<file path="src/verilog/spcAlu_defs.svh">
`ifndef SPC_ALU_DEFS_SVH
`define SPC_ALU_DEFS_SVH

`default_nettype none

// Request queue entries, also the client's starting request credits
`define SPC_QUEUE_DEPTH 4

// Response credits held by the sequencer after reset
`define SPC_RSP_CREDITS 2

`default_nettype wire

`endif
</file>
<file path="src/verilog/spcFlagsPkg.sv">
`default_nettype none

package spcFlagsPkg;

    // Processor status bits touched by the ALU
    typedef struct packed {
        logic c;
        logic v;
        logic s;
        logic z;
        logic h;
    } SpcFlags;

endpackage

`default_nettype wire

</file>
<file path="src/verilog/spcAluPkg.sv">
`default_nettype none

package spcAluPkg;

    typedef enum logic [4:0] {
        OP_OR,
        OP_AND,
        OP_EOR,
        OP_MOV,
        OP_TCLR1,
        OP_TSET1,
        OP_XCN,
        OP_ASL,
        OP_ROL,
        OP_LSR,
        OP_ROR,
        OP_INC,
        OP_DEC,
        OP_ADC,
        OP_SBC,
        OP_DAA,
        OP_DAS,
        OP_ADDW,
        OP_SUBW
    } SpcOpcode;

    // Operand shaper, applied to the right operand
    typedef enum logic [2:0] {
        FST_SHL0 = 3'd0,
        FST_SHLC = 3'd1,
        FST_SHR0 = 3'd2,
        FST_SHRC = 3'd3,
        FST_ZERO = 3'd4,
        FST_ONE  = 3'd5,
        FST_PASS = 3'd6,
        FST_INV  = 3'd7
    } SpcFstOp;

    // Result selector; codes 8 to 11 go through the adder
    typedef enum logic [3:0] {
        SEC_OR   = 4'd0,
        SEC_AND  = 4'd1,
        SEC_EOR  = 4'd2,
        SEC_PASS = 4'd3,
        SEC_TCLR = 4'd4,
        SEC_TSET = 4'd5,
        SEC_XCN  = 4'd6,
        SEC_ADC  = 4'd8,
        SEC_ADD  = 4'd9,
        SEC_SBC  = 4'd10,
        SEC_SUB  = 4'd11,
        SEC_DAA  = 4'd12,
        SEC_DAS  = 4'd13
    } SpcSecOp;

    typedef struct packed {
        SpcFstOp fstOp;
        SpcSecOp secOp;
        logic    intC;
        logic    chgCO;
        logic    chgHO;
    } SpcAluCtrl;

endpackage

`default_nettype wire

</file>
<file path="src/verilog/spcAluBeatIf.sv">
`default_nettype none

interface spcAluBeatIf;
    logic                 en;
    spcAluPkg::SpcAluCtrl ctrl;
    logic [7:0]           l;
    logic [7:0]           r;
    logic                 w16;
    spcFlagsPkg::SpcFlags flagsIn;
    logic [7:0]           res;
    spcFlagsPkg::SpcFlags flagsOut;

    modport seq (
        output en, ctrl, l, r, w16, flagsIn,
        input  res, flagsOut
    );

    modport alu (
        input  en, ctrl, l, r, w16, flagsIn,
        output res, flagsOut
    );
endinterface

`default_nettype wire

</file>
<file path="src/verilog/spcAluUnit.sv">
`default_nettype none

module spcAluUnit (
    input  logic                 CLK,
    input  logic                 RST_N,
    input  logic                 reqValid,
    input  spcAluPkg::SpcOpcode  reqOp,
    input  logic [15:0]          reqL,
    input  logic [15:0]          reqR,
    output logic                 reqCredit,
    input  logic                 rspCredit,
    output logic                 rspValid,
    output logic [15:0]          rspResult,
    output spcFlagsPkg::SpcFlags rspFlags
);
    import spcAluPkg::*;

    SpcOpcode  decOp;
    logic      decHighBeat;
    SpcAluCtrl decCtrl;
    logic      decTwoBeats;

    spcAluBeatIf beatIf ();

    spcAluSequencer sequencer (
        .CLK         (CLK),
        .RST_N       (RST_N),
        .reqValid    (reqValid),
        .reqOp       (reqOp),
        .reqL        (reqL),
        .reqR        (reqR),
        .reqCredit   (reqCredit),
        .rspCredit   (rspCredit),
        .rspValid    (rspValid),
        .rspResult   (rspResult),
        .rspFlags    (rspFlags),
        .decOp       (decOp),
        .decHighBeat (decHighBeat),
        .decCtrl     (decCtrl),
        .decTwoBeats (decTwoBeats),
        .beat        (beatIf.seq)
    );

    spcOpDecode decoder (
        .op       (decOp),
        .highBeat (decHighBeat),
        .ctrl     (decCtrl),
        .twoBeats (decTwoBeats)
    );

    spcAlu alu (
        .CLK   (CLK),
        .RST_N (RST_N),
        .beat  (beatIf.alu)
    );
endmodule

`default_nettype wire

</file>
<file path="src/verilog/spcAluSequencer.sv">
`include "spcAlu_defs.svh"
`default_nettype none

module spcAluSequencer (
    input  logic                 CLK,
    input  logic                 RST_N,
    input  logic                 reqValid,
    input  spcAluPkg::SpcOpcode  reqOp,
    input  logic [15:0]          reqL,
    input  logic [15:0]          reqR,
    output logic                 reqCredit,
    input  logic                 rspCredit,
    output logic                 rspValid,
    output logic [15:0]          rspResult,
    output spcFlagsPkg::SpcFlags rspFlags,
    output spcAluPkg::SpcOpcode  decOp,
    output logic                 decHighBeat,
    input  spcAluPkg::SpcAluCtrl decCtrl,
    input  logic                 decTwoBeats,
    spcAluBeatIf.seq             beat
);
    import spcAluPkg::*;
    import spcFlagsPkg::*;

    localparam int queueDepth = `SPC_QUEUE_DEPTH;
    localparam int ptrW = $clog2(queueDepth);
    localparam int cntW = $clog2(queueDepth + 1);
    localparam int credW = $clog2(`SPC_RSP_CREDITS + 1);

    typedef enum logic [1:0] {
        IDLE,
        LOW,
        HIGH
    } BeatState;

    SpcOpcode         qOp [queueDepth];
    logic [15:0]      qL [queueDepth];
    logic [15:0]      qR [queueDepth];
    logic [ptrW-1:0]  wrPtr;
    logic [ptrW-1:0]  rdPtr;
    logic [cntW-1:0]  qCount;
    logic [credW-1:0] rspCredCnt;
    BeatState         stateQ;
    BeatState         beatNow;
    SpcFlags          status;
    logic [7:0]       resLo;
    logic             finalBeat;

    // A new op starts only with a response credit in hand
    always_comb begin
        if (stateQ == HIGH) begin
            beatNow = HIGH;
        end else if (qCount != '0 && rspCredCnt != '0) begin
            beatNow = LOW;
        end else begin
            beatNow = IDLE;
        end
    end

    assign finalBeat = (beatNow == HIGH) || (beatNow == LOW && !decTwoBeats);
    assign reqCredit = finalBeat;

    assign decOp = qOp[rdPtr];
    assign decHighBeat = (beatNow == HIGH);

    assign beat.en = (beatNow != IDLE);
    assign beat.ctrl = decCtrl;
    assign beat.l = decHighBeat ? qL[rdPtr][15:8] : qL[rdPtr][7:0];
    assign beat.r = decHighBeat ? qR[rdPtr][15:8] : qR[rdPtr][7:0];
    assign beat.w16 = decHighBeat;
    assign beat.flagsIn = status;

    always_ff @(posedge CLK) begin
        if (!RST_N) begin
            stateQ <= IDLE;
            wrPtr <= '0;
            rdPtr <= '0;
            qCount <= '0;
            rspCredCnt <= credW'(`SPC_RSP_CREDITS);
            status <= '0;
            rspValid <= 1'b0;
        end else begin
            stateQ <= (beatNow == LOW && decTwoBeats) ? HIGH : IDLE;
            if (reqValid) begin
                wrPtr <= (wrPtr == ptrW'(queueDepth - 1)) ? '0 : wrPtr + 1'b1;
            end
            if (finalBeat) begin
                rdPtr <= (rdPtr == ptrW'(queueDepth - 1)) ? '0 : rdPtr + 1'b1;
            end
            qCount <= qCount + cntW'(reqValid) - cntW'(finalBeat);
            // Credit taken at op start
            rspCredCnt <= rspCredCnt + credW'(rspCredit) - credW'(beatNow == LOW);
            if (beat.en) begin
                status <= beat.flagsOut;
            end
            rspValid <= finalBeat;
        end
    end

    always_ff @(posedge CLK) begin
        if (reqValid) begin
            qOp[wrPtr] <= reqOp;
            qL[wrPtr] <= reqL;
            qR[wrPtr] <= reqR;
        end
        if (beatNow == LOW) begin
            resLo <= beat.res;
        end
        if (finalBeat) begin
            rspResult <= decHighBeat ? {beat.res, resLo} : {8'h00, beat.res};
            rspFlags <= beat.flagsOut;
        end
    end
endmodule

`default_nettype wire

</file>
<file path="src/verilog/spcOpDecode.sv">
`default_nettype none

module spcOpDecode (
    input  spcAluPkg::SpcOpcode  op,
    input  logic                 highBeat,
    output spcAluPkg::SpcAluCtrl ctrl,
    output logic                 twoBeats
);
    import spcAluPkg::*;

    // Unary ops on L: INC, DEC, DAA, DAS. Shifts, MOV and XCN work on R
    always_comb begin
        ctrl.fstOp = FST_PASS;
        ctrl.secOp = SEC_PASS;
        ctrl.intC = 1'b0;
        ctrl.chgCO = 1'b0;
        ctrl.chgHO = 1'b0;
        twoBeats = 1'b0;
        case (op)
            OP_OR:    ctrl.secOp = SEC_OR;
            OP_AND:   ctrl.secOp = SEC_AND;
            OP_EOR:   ctrl.secOp = SEC_EOR;
            OP_MOV:   ctrl.secOp = SEC_PASS;
            OP_TCLR1: ctrl.secOp = SEC_TCLR;
            OP_TSET1: ctrl.secOp = SEC_TSET;
            OP_XCN:   ctrl.secOp = SEC_XCN;
            OP_ASL, OP_ROL, OP_LSR, OP_ROR: begin
                ctrl.chgCO = 1'b1;
                case (op)
                    OP_ASL:  ctrl.fstOp = FST_SHL0;
                    OP_ROL:  ctrl.fstOp = FST_SHLC;
                    OP_LSR:  ctrl.fstOp = FST_SHR0;
                    default: ctrl.fstOp = FST_SHRC;
                endcase
            end
            OP_INC, OP_DEC: begin
                ctrl.fstOp = FST_ONE;
                ctrl.secOp = (op == OP_INC) ? SEC_ADD : SEC_SUB;
            end
            OP_ADC, OP_SBC: begin
                ctrl.secOp = (op == OP_ADC) ? SEC_ADC : SEC_SBC;
                ctrl.chgCO = 1'b1;
                ctrl.chgHO = 1'b1;
            end
            OP_DAA, OP_DAS: begin
                ctrl.secOp = (op == OP_DAA) ? SEC_DAA : SEC_DAS;
                ctrl.chgCO = 1'b1;
            end
            OP_ADDW, OP_SUBW: begin
                twoBeats = 1'b1;
                ctrl.chgCO = 1'b1;
                ctrl.chgHO = 1'b1;
                ctrl.intC = highBeat;
                if (op == OP_ADDW) begin
                    ctrl.secOp = highBeat ? SEC_ADC : SEC_ADD;
                end else begin
                    ctrl.secOp = highBeat ? SEC_SBC : SEC_SUB;
                end
            end
            default: ;
        endcase
    end
endmodule

`default_nettype wire

</file>
<file path="src/verilog/spcAlu.sv">
`default_nettype none

module spcAlu (
    input  logic     CLK,
    input  logic     RST_N,
    spcAluBeatIf.alu beat
);
    import spcAluPkg::*;
    import spcFlagsPkg::*;

    logic [7:0] shapedR;
    logic       shapeC;
    logic       savedC;
    logic       isAddSub;
    logic       addCi;
    logic       addMode;
    logic [7:0] addS;
    logic       addCo;
    logic       addVo;
    logic       addHo;
    logic [7:0] bcdR;
    logic       bcdCo;
    logic [7:0] result;
    logic       resC;
    logic       resH;
    logic       zeroNow;
    SpcFlags    flags;

    always_comb begin
        shapeC = beat.flagsIn.c;
        case (beat.ctrl.fstOp)
            FST_SHL0: begin
                shapeC = beat.r[7];
                shapedR = {beat.r[6:0], 1'b0};
            end
            FST_SHLC: begin
                shapeC = beat.r[7];
                shapedR = {beat.r[6:0], beat.flagsIn.c};
            end
            FST_SHR0: begin
                shapeC = beat.r[0];
                shapedR = {1'b0, beat.r[7:1]};
            end
            FST_SHRC: begin
                shapeC = beat.r[0];
                shapedR = {beat.flagsIn.c, beat.r[7:1]};
            end
            FST_ZERO: shapedR = 8'h00;
            // INC and DEC step
            FST_ONE:  shapedR = 8'h01;
            FST_INV:  shapedR = ~beat.r;
            default:  shapedR = beat.r;
        endcase
    end

    assign isAddSub = beat.ctrl.secOp inside {SEC_ADC, SEC_ADD, SEC_SBC, SEC_SUB};
    assign addMode = beat.ctrl.secOp inside {SEC_ADC, SEC_ADD};

    // Plain ADD starts with no carry, plain SUB with no borrow
    assign addCi = beat.ctrl.intC ? savedC :
                   (beat.ctrl.secOp inside {SEC_ADC, SEC_SBC}) ? beat.flagsIn.c :
                   (beat.ctrl.secOp == SEC_SUB);

    // Carry chain between the two beats of a word op
    always_ff @(posedge CLK) begin
        if (!RST_N) begin
            savedC <= 1'b0;
        end else if (beat.en && isAddSub) begin
            savedC <= addCo;
        end
    end

    spcAddSub addSub (
        .a   (beat.l),
        .b   (shapedR),
        .ci  (addCi),
        .add (addMode),
        .s   (addS),
        .co  (addCo),
        .vo  (addVo),
        .ho  (addHo)
    );

    spcBcdAdjust bcd (
        .a   (beat.l),
        .add (beat.ctrl.secOp == SEC_DAA),
        .ci  (beat.flagsIn.c),
        .hi  (beat.flagsIn.h),
        .r   (bcdR),
        .co  (bcdCo)
    );

    always_comb begin
        resC = shapeC;
        resH = 1'b0;
        case (beat.ctrl.secOp)
            SEC_OR:   result = beat.l | shapedR;
            SEC_AND:  result = beat.l & shapedR;
            SEC_EOR:  result = beat.l ^ shapedR;
            SEC_PASS: result = shapedR;
            SEC_TCLR: result = shapedR & ~beat.l;
            SEC_TSET: result = shapedR | beat.l;
            SEC_XCN:  result = {shapedR[3:0], shapedR[7:4]};
            SEC_ADC, SEC_ADD, SEC_SBC, SEC_SUB: begin
                result = addS;
                resC = addCo;
                resH = addHo;
            end
            SEC_DAA, SEC_DAS: begin
                result = bcdR;
                resC = bcdCo;
            end
            default:  result = 8'h00;
        endcase
    end

    assign zeroNow = (result == 8'h00);

    always_comb begin
        flags.s = result[7];
        // High beat of a word op keeps Z only if the low byte was zero too
        flags.z = beat.w16 ? (beat.flagsIn.z & zeroNow) : zeroNow;
        flags.v = (beat.ctrl.secOp inside {SEC_ADC, SEC_SBC}) ? addVo : beat.flagsIn.v;
        flags.c = beat.ctrl.chgCO ? resC : beat.flagsIn.c;
        flags.h = beat.ctrl.chgHO ? resH : beat.flagsIn.h;
    end

    assign beat.res = result;
    assign beat.flagsOut = flags;
endmodule

`default_nettype wire

</file>
<file path="src/verilog/spcBcdAdjust.sv">
`default_nettype none

module spcBcdAdjust (
    input  logic [7:0] a,
    input  logic       add,
    input  logic       ci,
    input  logic       hi,
    output logic [7:0] r,
    output logic       co
);
    logic       highFix;
    logic       lowFix;
    logic [7:0] step;

    always_comb begin
        if (add) begin
            highFix = ci || (a > 8'h99);
            lowFix = hi || (a[3:0] > 4'h9);
        end else begin
            highFix = !ci || (a > 8'h99);
            lowFix = !hi || (a[3:0] > 4'h9);
        end
        step = (highFix ? 8'h60 : 8'h00) + (lowFix ? 8'h06 : 8'h00);
    end

    assign r = add ? a + step : a - step;
    // Add sets carry on a high fix, subtract clears it
    assign co = add ? highFix : !highFix;
endmodule

`default_nettype wire

</file>
<file path="src/verilog/spcAddSub.sv">
`default_nettype none

module spcAddSub (
    input  logic [7:0] a,
    input  logic [7:0] b,
    input  logic       ci,
    input  logic       add,
    output logic [7:0] s,
    output logic       co,
    output logic       vo,
    output logic       ho
);
    logic [7:0] bEff;
    logic [8:0] sum;
    logic [4:0] lowSum;

    // Subtract as a + ~b + c, carry set means no borrow
    assign bEff = add ? b : ~b;
    assign sum = {1'b0, a} + {1'b0, bEff} + 9'(ci);
    assign lowSum = {1'b0, a[3:0]} + {1'b0, bEff[3:0]} + 5'(ci);

    assign s = sum[7:0];
    assign co = sum[8];
    assign ho = lowSum[4];
    assign vo = (a[7] == bEff[7]) && (sum[7] != a[7]);
endmodule

`default_nettype wire

</file>
<file path="config.mk">
export PLATFORM = sky130hd
export DESIGN_NAME = spcAluUnit
export DESIGN_NICKNAME = d
export VERILOG_FILES = /design/src/verilog/spcFlagsPkg.sv /design/src/verilog/spcAluPkg.sv /design/src/verilog/spcAluBeatIf.sv /design/src/verilog/spcAluUnit.sv /design/src/verilog/spcAluSequencer.sv /design/src/verilog/spcOpDecode.sv /design/src/verilog/spcAlu.sv /design/src/verilog/spcBcdAdjust.sv /design/src/verilog/spcAddSub.sv
export VERILOG_INCLUDE_DIRS = /design/src /design/src/verilog
export SDC_FILE = /design/constraint.sdc
export NUM_CORES = 1
export LEC_CHECK = 0
export ABC_AREA = 1
export BUFFER_PORTS_ARGS = -buffer_cell sky130_fd_sc_hd__buf_4
export CORE_MARGIN = 10
export CORE_UTILIZATION = 61
export CTS_CLUSTER_SIZE = 12
export DETAILED_ROUTE_END_ITERATION = 8
export PLACE_DENSITY = 0.84
export RECOVER_POWER = 100
export SLEW_MARGIN = 20
export SYNTH_ARGS = -nofsm -noshare
export SYNTH_HDL_FRONTEND = slang
export SYNTH_SLANG_ARGS = --single-unit
</file>
<file path="constraint.sdc">
create_clock -name CLK -period 5.66 [get_ports CLK]
set_clock_uncertainty 0.2 [all_clocks]
set_input_delay 0.849 -clock CLK [delete_from_list [all_inputs] [get_ports CLK]]
set_output_delay 0.849 -clock CLK [all_outputs]
set_load 0.1 [all_outputs]
</file>
## Yosys cells after proc, flatten, opt, wreduce, memory -nomap -nowiden

Memories as Yosys holds them, arrays and structs flattened. A register that Yosys moved wholly into a read port is not among the register bits.
Cells that the tools add are included.

- Flip-flop bits (word level): 46
- Memory bits (writable): 148
- ROM bits: 0
- Bits in latches: 0
- Logic and storage cells: 170
- Output and inout port bits: 23
- Memories: 3

- Equality and inequality tests: 42
- Reductions and logical operators: 36
- $lt $le $gt $ge: 2
- Bitwise gates (word level): 8
- Multiply operators: 0
- Mux-type cells: 47
- Div/mod/pow operators: 0
- Add/sub/neg operators: 13
- Shift-type cells: 0

Memories:

| name | words | bits a word | read ports | clocked after memory_dff | wr ports | RTL line | text |
|---|---|---|---|---|---|---|---|
| sequencer.qL | 4 | 16 | 1 | 1 | 1 | spcAluSequencer.sv:37 | `logic [15:0] qL [queueDepth];` |
| sequencer.qR | 4 | 16 | 1 | 1 | 1 | spcAluSequencer.sv:38 | `logic [15:0] qR [queueDepth];` |
| sequencer.qOp | 4 | 5 | 1 | 1 | 1 | spcAluSequencer.sv:36 | `SpcOpcode qOp [queueDepth];` |

Operators with widths:

| cell | number |
|---|---|
| $pmux W8 S8 | 1 |
| $pmux W8 S7 | 1 |
| $eq A5 B4 Y1 const B | 8 |
| $mux W8 | 5 |
| $pmux W4 S10 | 1 |
| $eq A4 B4 Y1 const B | 6 |
| $mux W2 | 12 |
| $not A8 Y8 | 3 |
| $eq A5 B3 Y1 const B | 4 |
| $mux W1 | 20 |
| $and A8 B8 Y8 | 2 |
| $reduce_or A2 Y1 | 8 |
| $eq A5 B5 Y1 const B | 3 |
| $eq A4 B3 Y1 const B | 3 |
| $reduce_or A4 Y1 | 3 |
| $reduce_or A10 Y1 | 1 |
| $add A8 B8 Y9 | 1 |
| $add A9 B1 Y9 | 1 |
| $eq A3 B3 Y1 const B | 3 |
| $add A7 B3 Y8 | 1 |
| $add A8 B8 Y8 | 1 |
| $eq A2 B2 Y1 const B | 4 |
| $eq A4 B2 Y1 const B | 2 |
| $gt A8 B8 Y1 const B | 1 |
| 36 further kinds | 53 |

## Depth between registers and ports, before layout

- Depth in word-level cells: 18
- Mapped depth: 36

## Modules after synthesis

A second synthesis with hierarchy kept.

- Cell total of the unflattened synthesis: 1078
- Area, all modules: 10148.5 sq um

By module, submodules not included:

| module | sequential area each (sq um) | area each (sq um) | times used | cells an instance |
|---|---|---|---|---|
| spcAluSequencer | 5675.4 | 7707.4 | 1 | 615 |
| spcAlu | 20.0 | 1286.2 | 1 | 261 |
| spcAddSub | 0.0 | 457.9 | 1 | 73 |
| spcBcdAdjust | 0.0 | 391.6 | 1 | 63 |
| spcOpDecode | 0.0 | 305.3 | 1 | 66 |

## Least setup slack after synthesis

OpenSTA, ideal clock, no wires.

- Kind: register to register
- From: reg with a tool-made name
- To: reg, netlist name sequencer.rspFlags[1]
- Stages on the path, launching flop included: 30
- Library setup time: 0.128 ns
- Path buffers: 2
- Setup slack: 1.461 ns
- Arrival: 3.871 ns
- Path through: dfxtp_1 buf_6 inv_4 buf_8 nand2_2 nand2_1 nand2_1 nand2_1 nand3_2 nor2_1 nor2_2 nand3_4 nand2_1 inv_1 nand2_2 xor2_1 fa_1 fa_1 nand3_1 nand2_1 or2_2 nand2_1 inv_1 nand3_1 nand4_1 nor2_2 nand2_1 nor2_1 nand2_1 inv_1

==> results.md <==
- Crit path kind: flop to flop
- Clk buf depth: 2
- Syn nets: 1119
- Skew-Pair Late Insertion Delay: 440 ps
- Hold-fix buffers at CTS: 0
- Hold depth: 2
- Worst hold path type: flop to flop
- Total GRT Usage: 21.5%
- Clock transition at path regs: 70 ps
- Number of synthesized flops with an enable pin: 177
- Fmax: 0.195 GHz
- Die width: 149 um
- Final Instance Area: 11000 sq um
- Worst EP arrival: 5250 ps
- Critical R2R Capture: sequencer.rspFlags[1]
- Top cells by area, synth: edfxtp_1 (53%), nand2_1 (7.3%), nor2_1 (5.0%)
- Vias in the first global route: 7146
- Hold EP: alu.savedC
- Seq/Total Area, Yosys: 56.3%
- First-pass iteration count of the detailed router: 5
- Violated checks: capacitance limit, slew limit
- Final HPWL DP: 16.0 mm
- Final Cycle Share: 90.7%
- H-tree levels: 4
- Synth cell types: 45
- Worst-case reg-to-reg path depth: 30
- Pin count of the biggest net entering global routing: 73
- Status: finished with violations
- Clock sink count: 195
- CP startpoint kind: flop
- Yosys Warn Count: 0
- Full die area: 22100 sq um
- Min-delay src: alu.savedC
- Total grt overflow: 0
- Nets: 1178
- Post-synth top area share: 52.7%
- Initial drt markers: 794
- Routed WL: 23.4 mm
- Initial core utilization: 62.8%
- Placed Instance Area: 10700 sq um
- Syn avg cell area: 9.68 sq um
- Crit end category: flop
- Slew margin rel.: -62.2%
- Final hold viol count: 0
- Final setup fails: 0
- Slowest CP cell: fa_1
- Initial antenna violation count: 0
- Final Critical Period: 5130 ps
- Max Cap Viol: 4
- Final Max Slew Viols: 152
- Via density: 5.63
- I/O pin count: 64
- DRT antenna net count: 0
- CP dominant cell by count: nand2_1
- Dominant cell by count in the synthesized netlist: nand2_1
- Fin Setup TNS: 0 ps
- RSZ-0062 raised after global routing: false
- Critical Path Fanout Max: 51
- Crit. path cell count: 30
- CP peak stage delay: 480 ps
- FILL cells: 1244
- CP bufs+invs: 3
- First-pass GRT wire length: 37.4 mm
- CP Data Required Time: 5780 ps
- Largest delay contributor family on the critical path: simple AND/OR/NAND/NOR gates
- Reg-to-reg slack, setup: 530 ps
- WL/cell: 17.6 um
- Die Y: 149 um
- Placer Congestion: 0.970
- Worst Max-Slew Pin Slew: 2430 ps
- Post-CTS resize count: 0
- Area growth, synth to finish: 9.28%
- Yosys reg bits: 195
- Post-route DRC: 0
- TritonCTS clock tree: built
- Share of cells above drive strength 1: 11.5%
- Largest area contributor in the netlist: edfxtp_1
- Core area: 16100 sq um
- Main synth FF type: edfxtp_1
- FP Rows: 46
- ANT cells: 0
- Synth top cells by count: nand2_1 (195), edfxtp_1 (177), nor2_1 (134)
- Total CTS buffers: 17
- Post-CTS Setup Bufs: 0
- Post-synth design cell area: 10100 sq um
- I/O Buffers: 63
- Fraction of registers with async set/reset: 0%
- Vias: 7488
- Mapped Cells: 1042
- Clock root buffer master: clkbuf_16
## worst register-to-register path, delay by kind of cell, from the launching register on
kind                       cells  cell delay, ps
buffers and inverters          3             600
and+or+nand+nor               24            2720
xor gates and xnor gates       1             200
adders and majority gates      2             920
DFF                            1             380
## per-layer routing
layer  vias up  global-route usage [%]  part of all wire [%]
met2       346                    35.3                    49
met1      3461                    27.8                    42
li1       3642                       -                     -
met5         -                       0                     0
met4         0                    7.23                   1.9
met3        39                    4.49                   8.0
## sequential cells by signal, summed over array words and instances (netlist names), named ones only
signal	flops
sequencer.stateQ	1
sequencer.rspCredCnt	2
sequencer.rspResult	16
sequencer.rspFlags	5
alu.savedC	1
sequencer.qOp	20
sequencer.beat.flagsIn	4
sequencer.rspValid	1
sequencer.qL	64
sequencer.wrPtr	2
sequencer.resLo	8
sequencer.qCount	3
sequencer.rdPtr	2
sequencer.qR	64
## cell families after synthesis
logic type | count (synthesis) | share of synthesized area [%]
xor+xnor | 16 | 1.39
fa+ha+maj | 36 | 4.76
compound gates | 156 | 8.57
simple gates | 491 | 22.3
buf+inv | 148 | 6.73
flops | 195 | 56.3
## worst max path at each step
stage | slack (ps) | endpoint
floorplan | 1460 | sequencer.rspFlags[1]
global placement | 770 | sequencer.rspFlags[1]
detailed placement | 640 | sequencer.rspFlags[1]
CTS | 590 | sequencer.rspFlags[1]
global route | 40 | sequencer.rspFlags[1]
finish | 530 | sequencer.rspFlags[1]
## cell type report
cell class	instances	area, sq um	area share, %
inverter	110	418	3.79
tap	216	270	2.45
sequential	195	5680	51.5
multi-input combinational	699	3710	33.7
timing repair buffer	78	350	3.18
clock buffer	17	425	3.86
clock inverter	15	173	1.57
## cell usage in the layout, fill, tap and decap left out, types with 8 or more instances in the layout
master     instances
nor2_1           140
dfxtp_1           17
edfxtp_1         177
xnor2_1           10
clkbuf_16         17
ha_1              32
buf_4             11
a21oi_1           16
or2_2             11
o21ai_0           77
nand2_1          195
o21ai_1           31
inv_1             92
inv_2             15
clkbuf_1          66
nand4_1            9
nand2_2           20
nor2_2            10
o22ai_1           14
nand3_1           77
nand3_2            8
## per-stage QoR
stage | worst slack (ps) | hold slack (ps) | cells | utilization [%]
finish | 525 | 277 | 1330 | 68.7
global route | 39.9 | 304 | 1330 | 68.7
CTS | 592 | 274 | 1330 | 70.3
detailed placement | 636 | 264 | 1298 | 66.6
global placement | 768 | 258 | 1298 | 66.6
floorplan | 1460 | 224 | 1042 | -
Power is not shown: default switching activity piles up to over one toggle a cycle in this logic, so the estimate is an artifact.
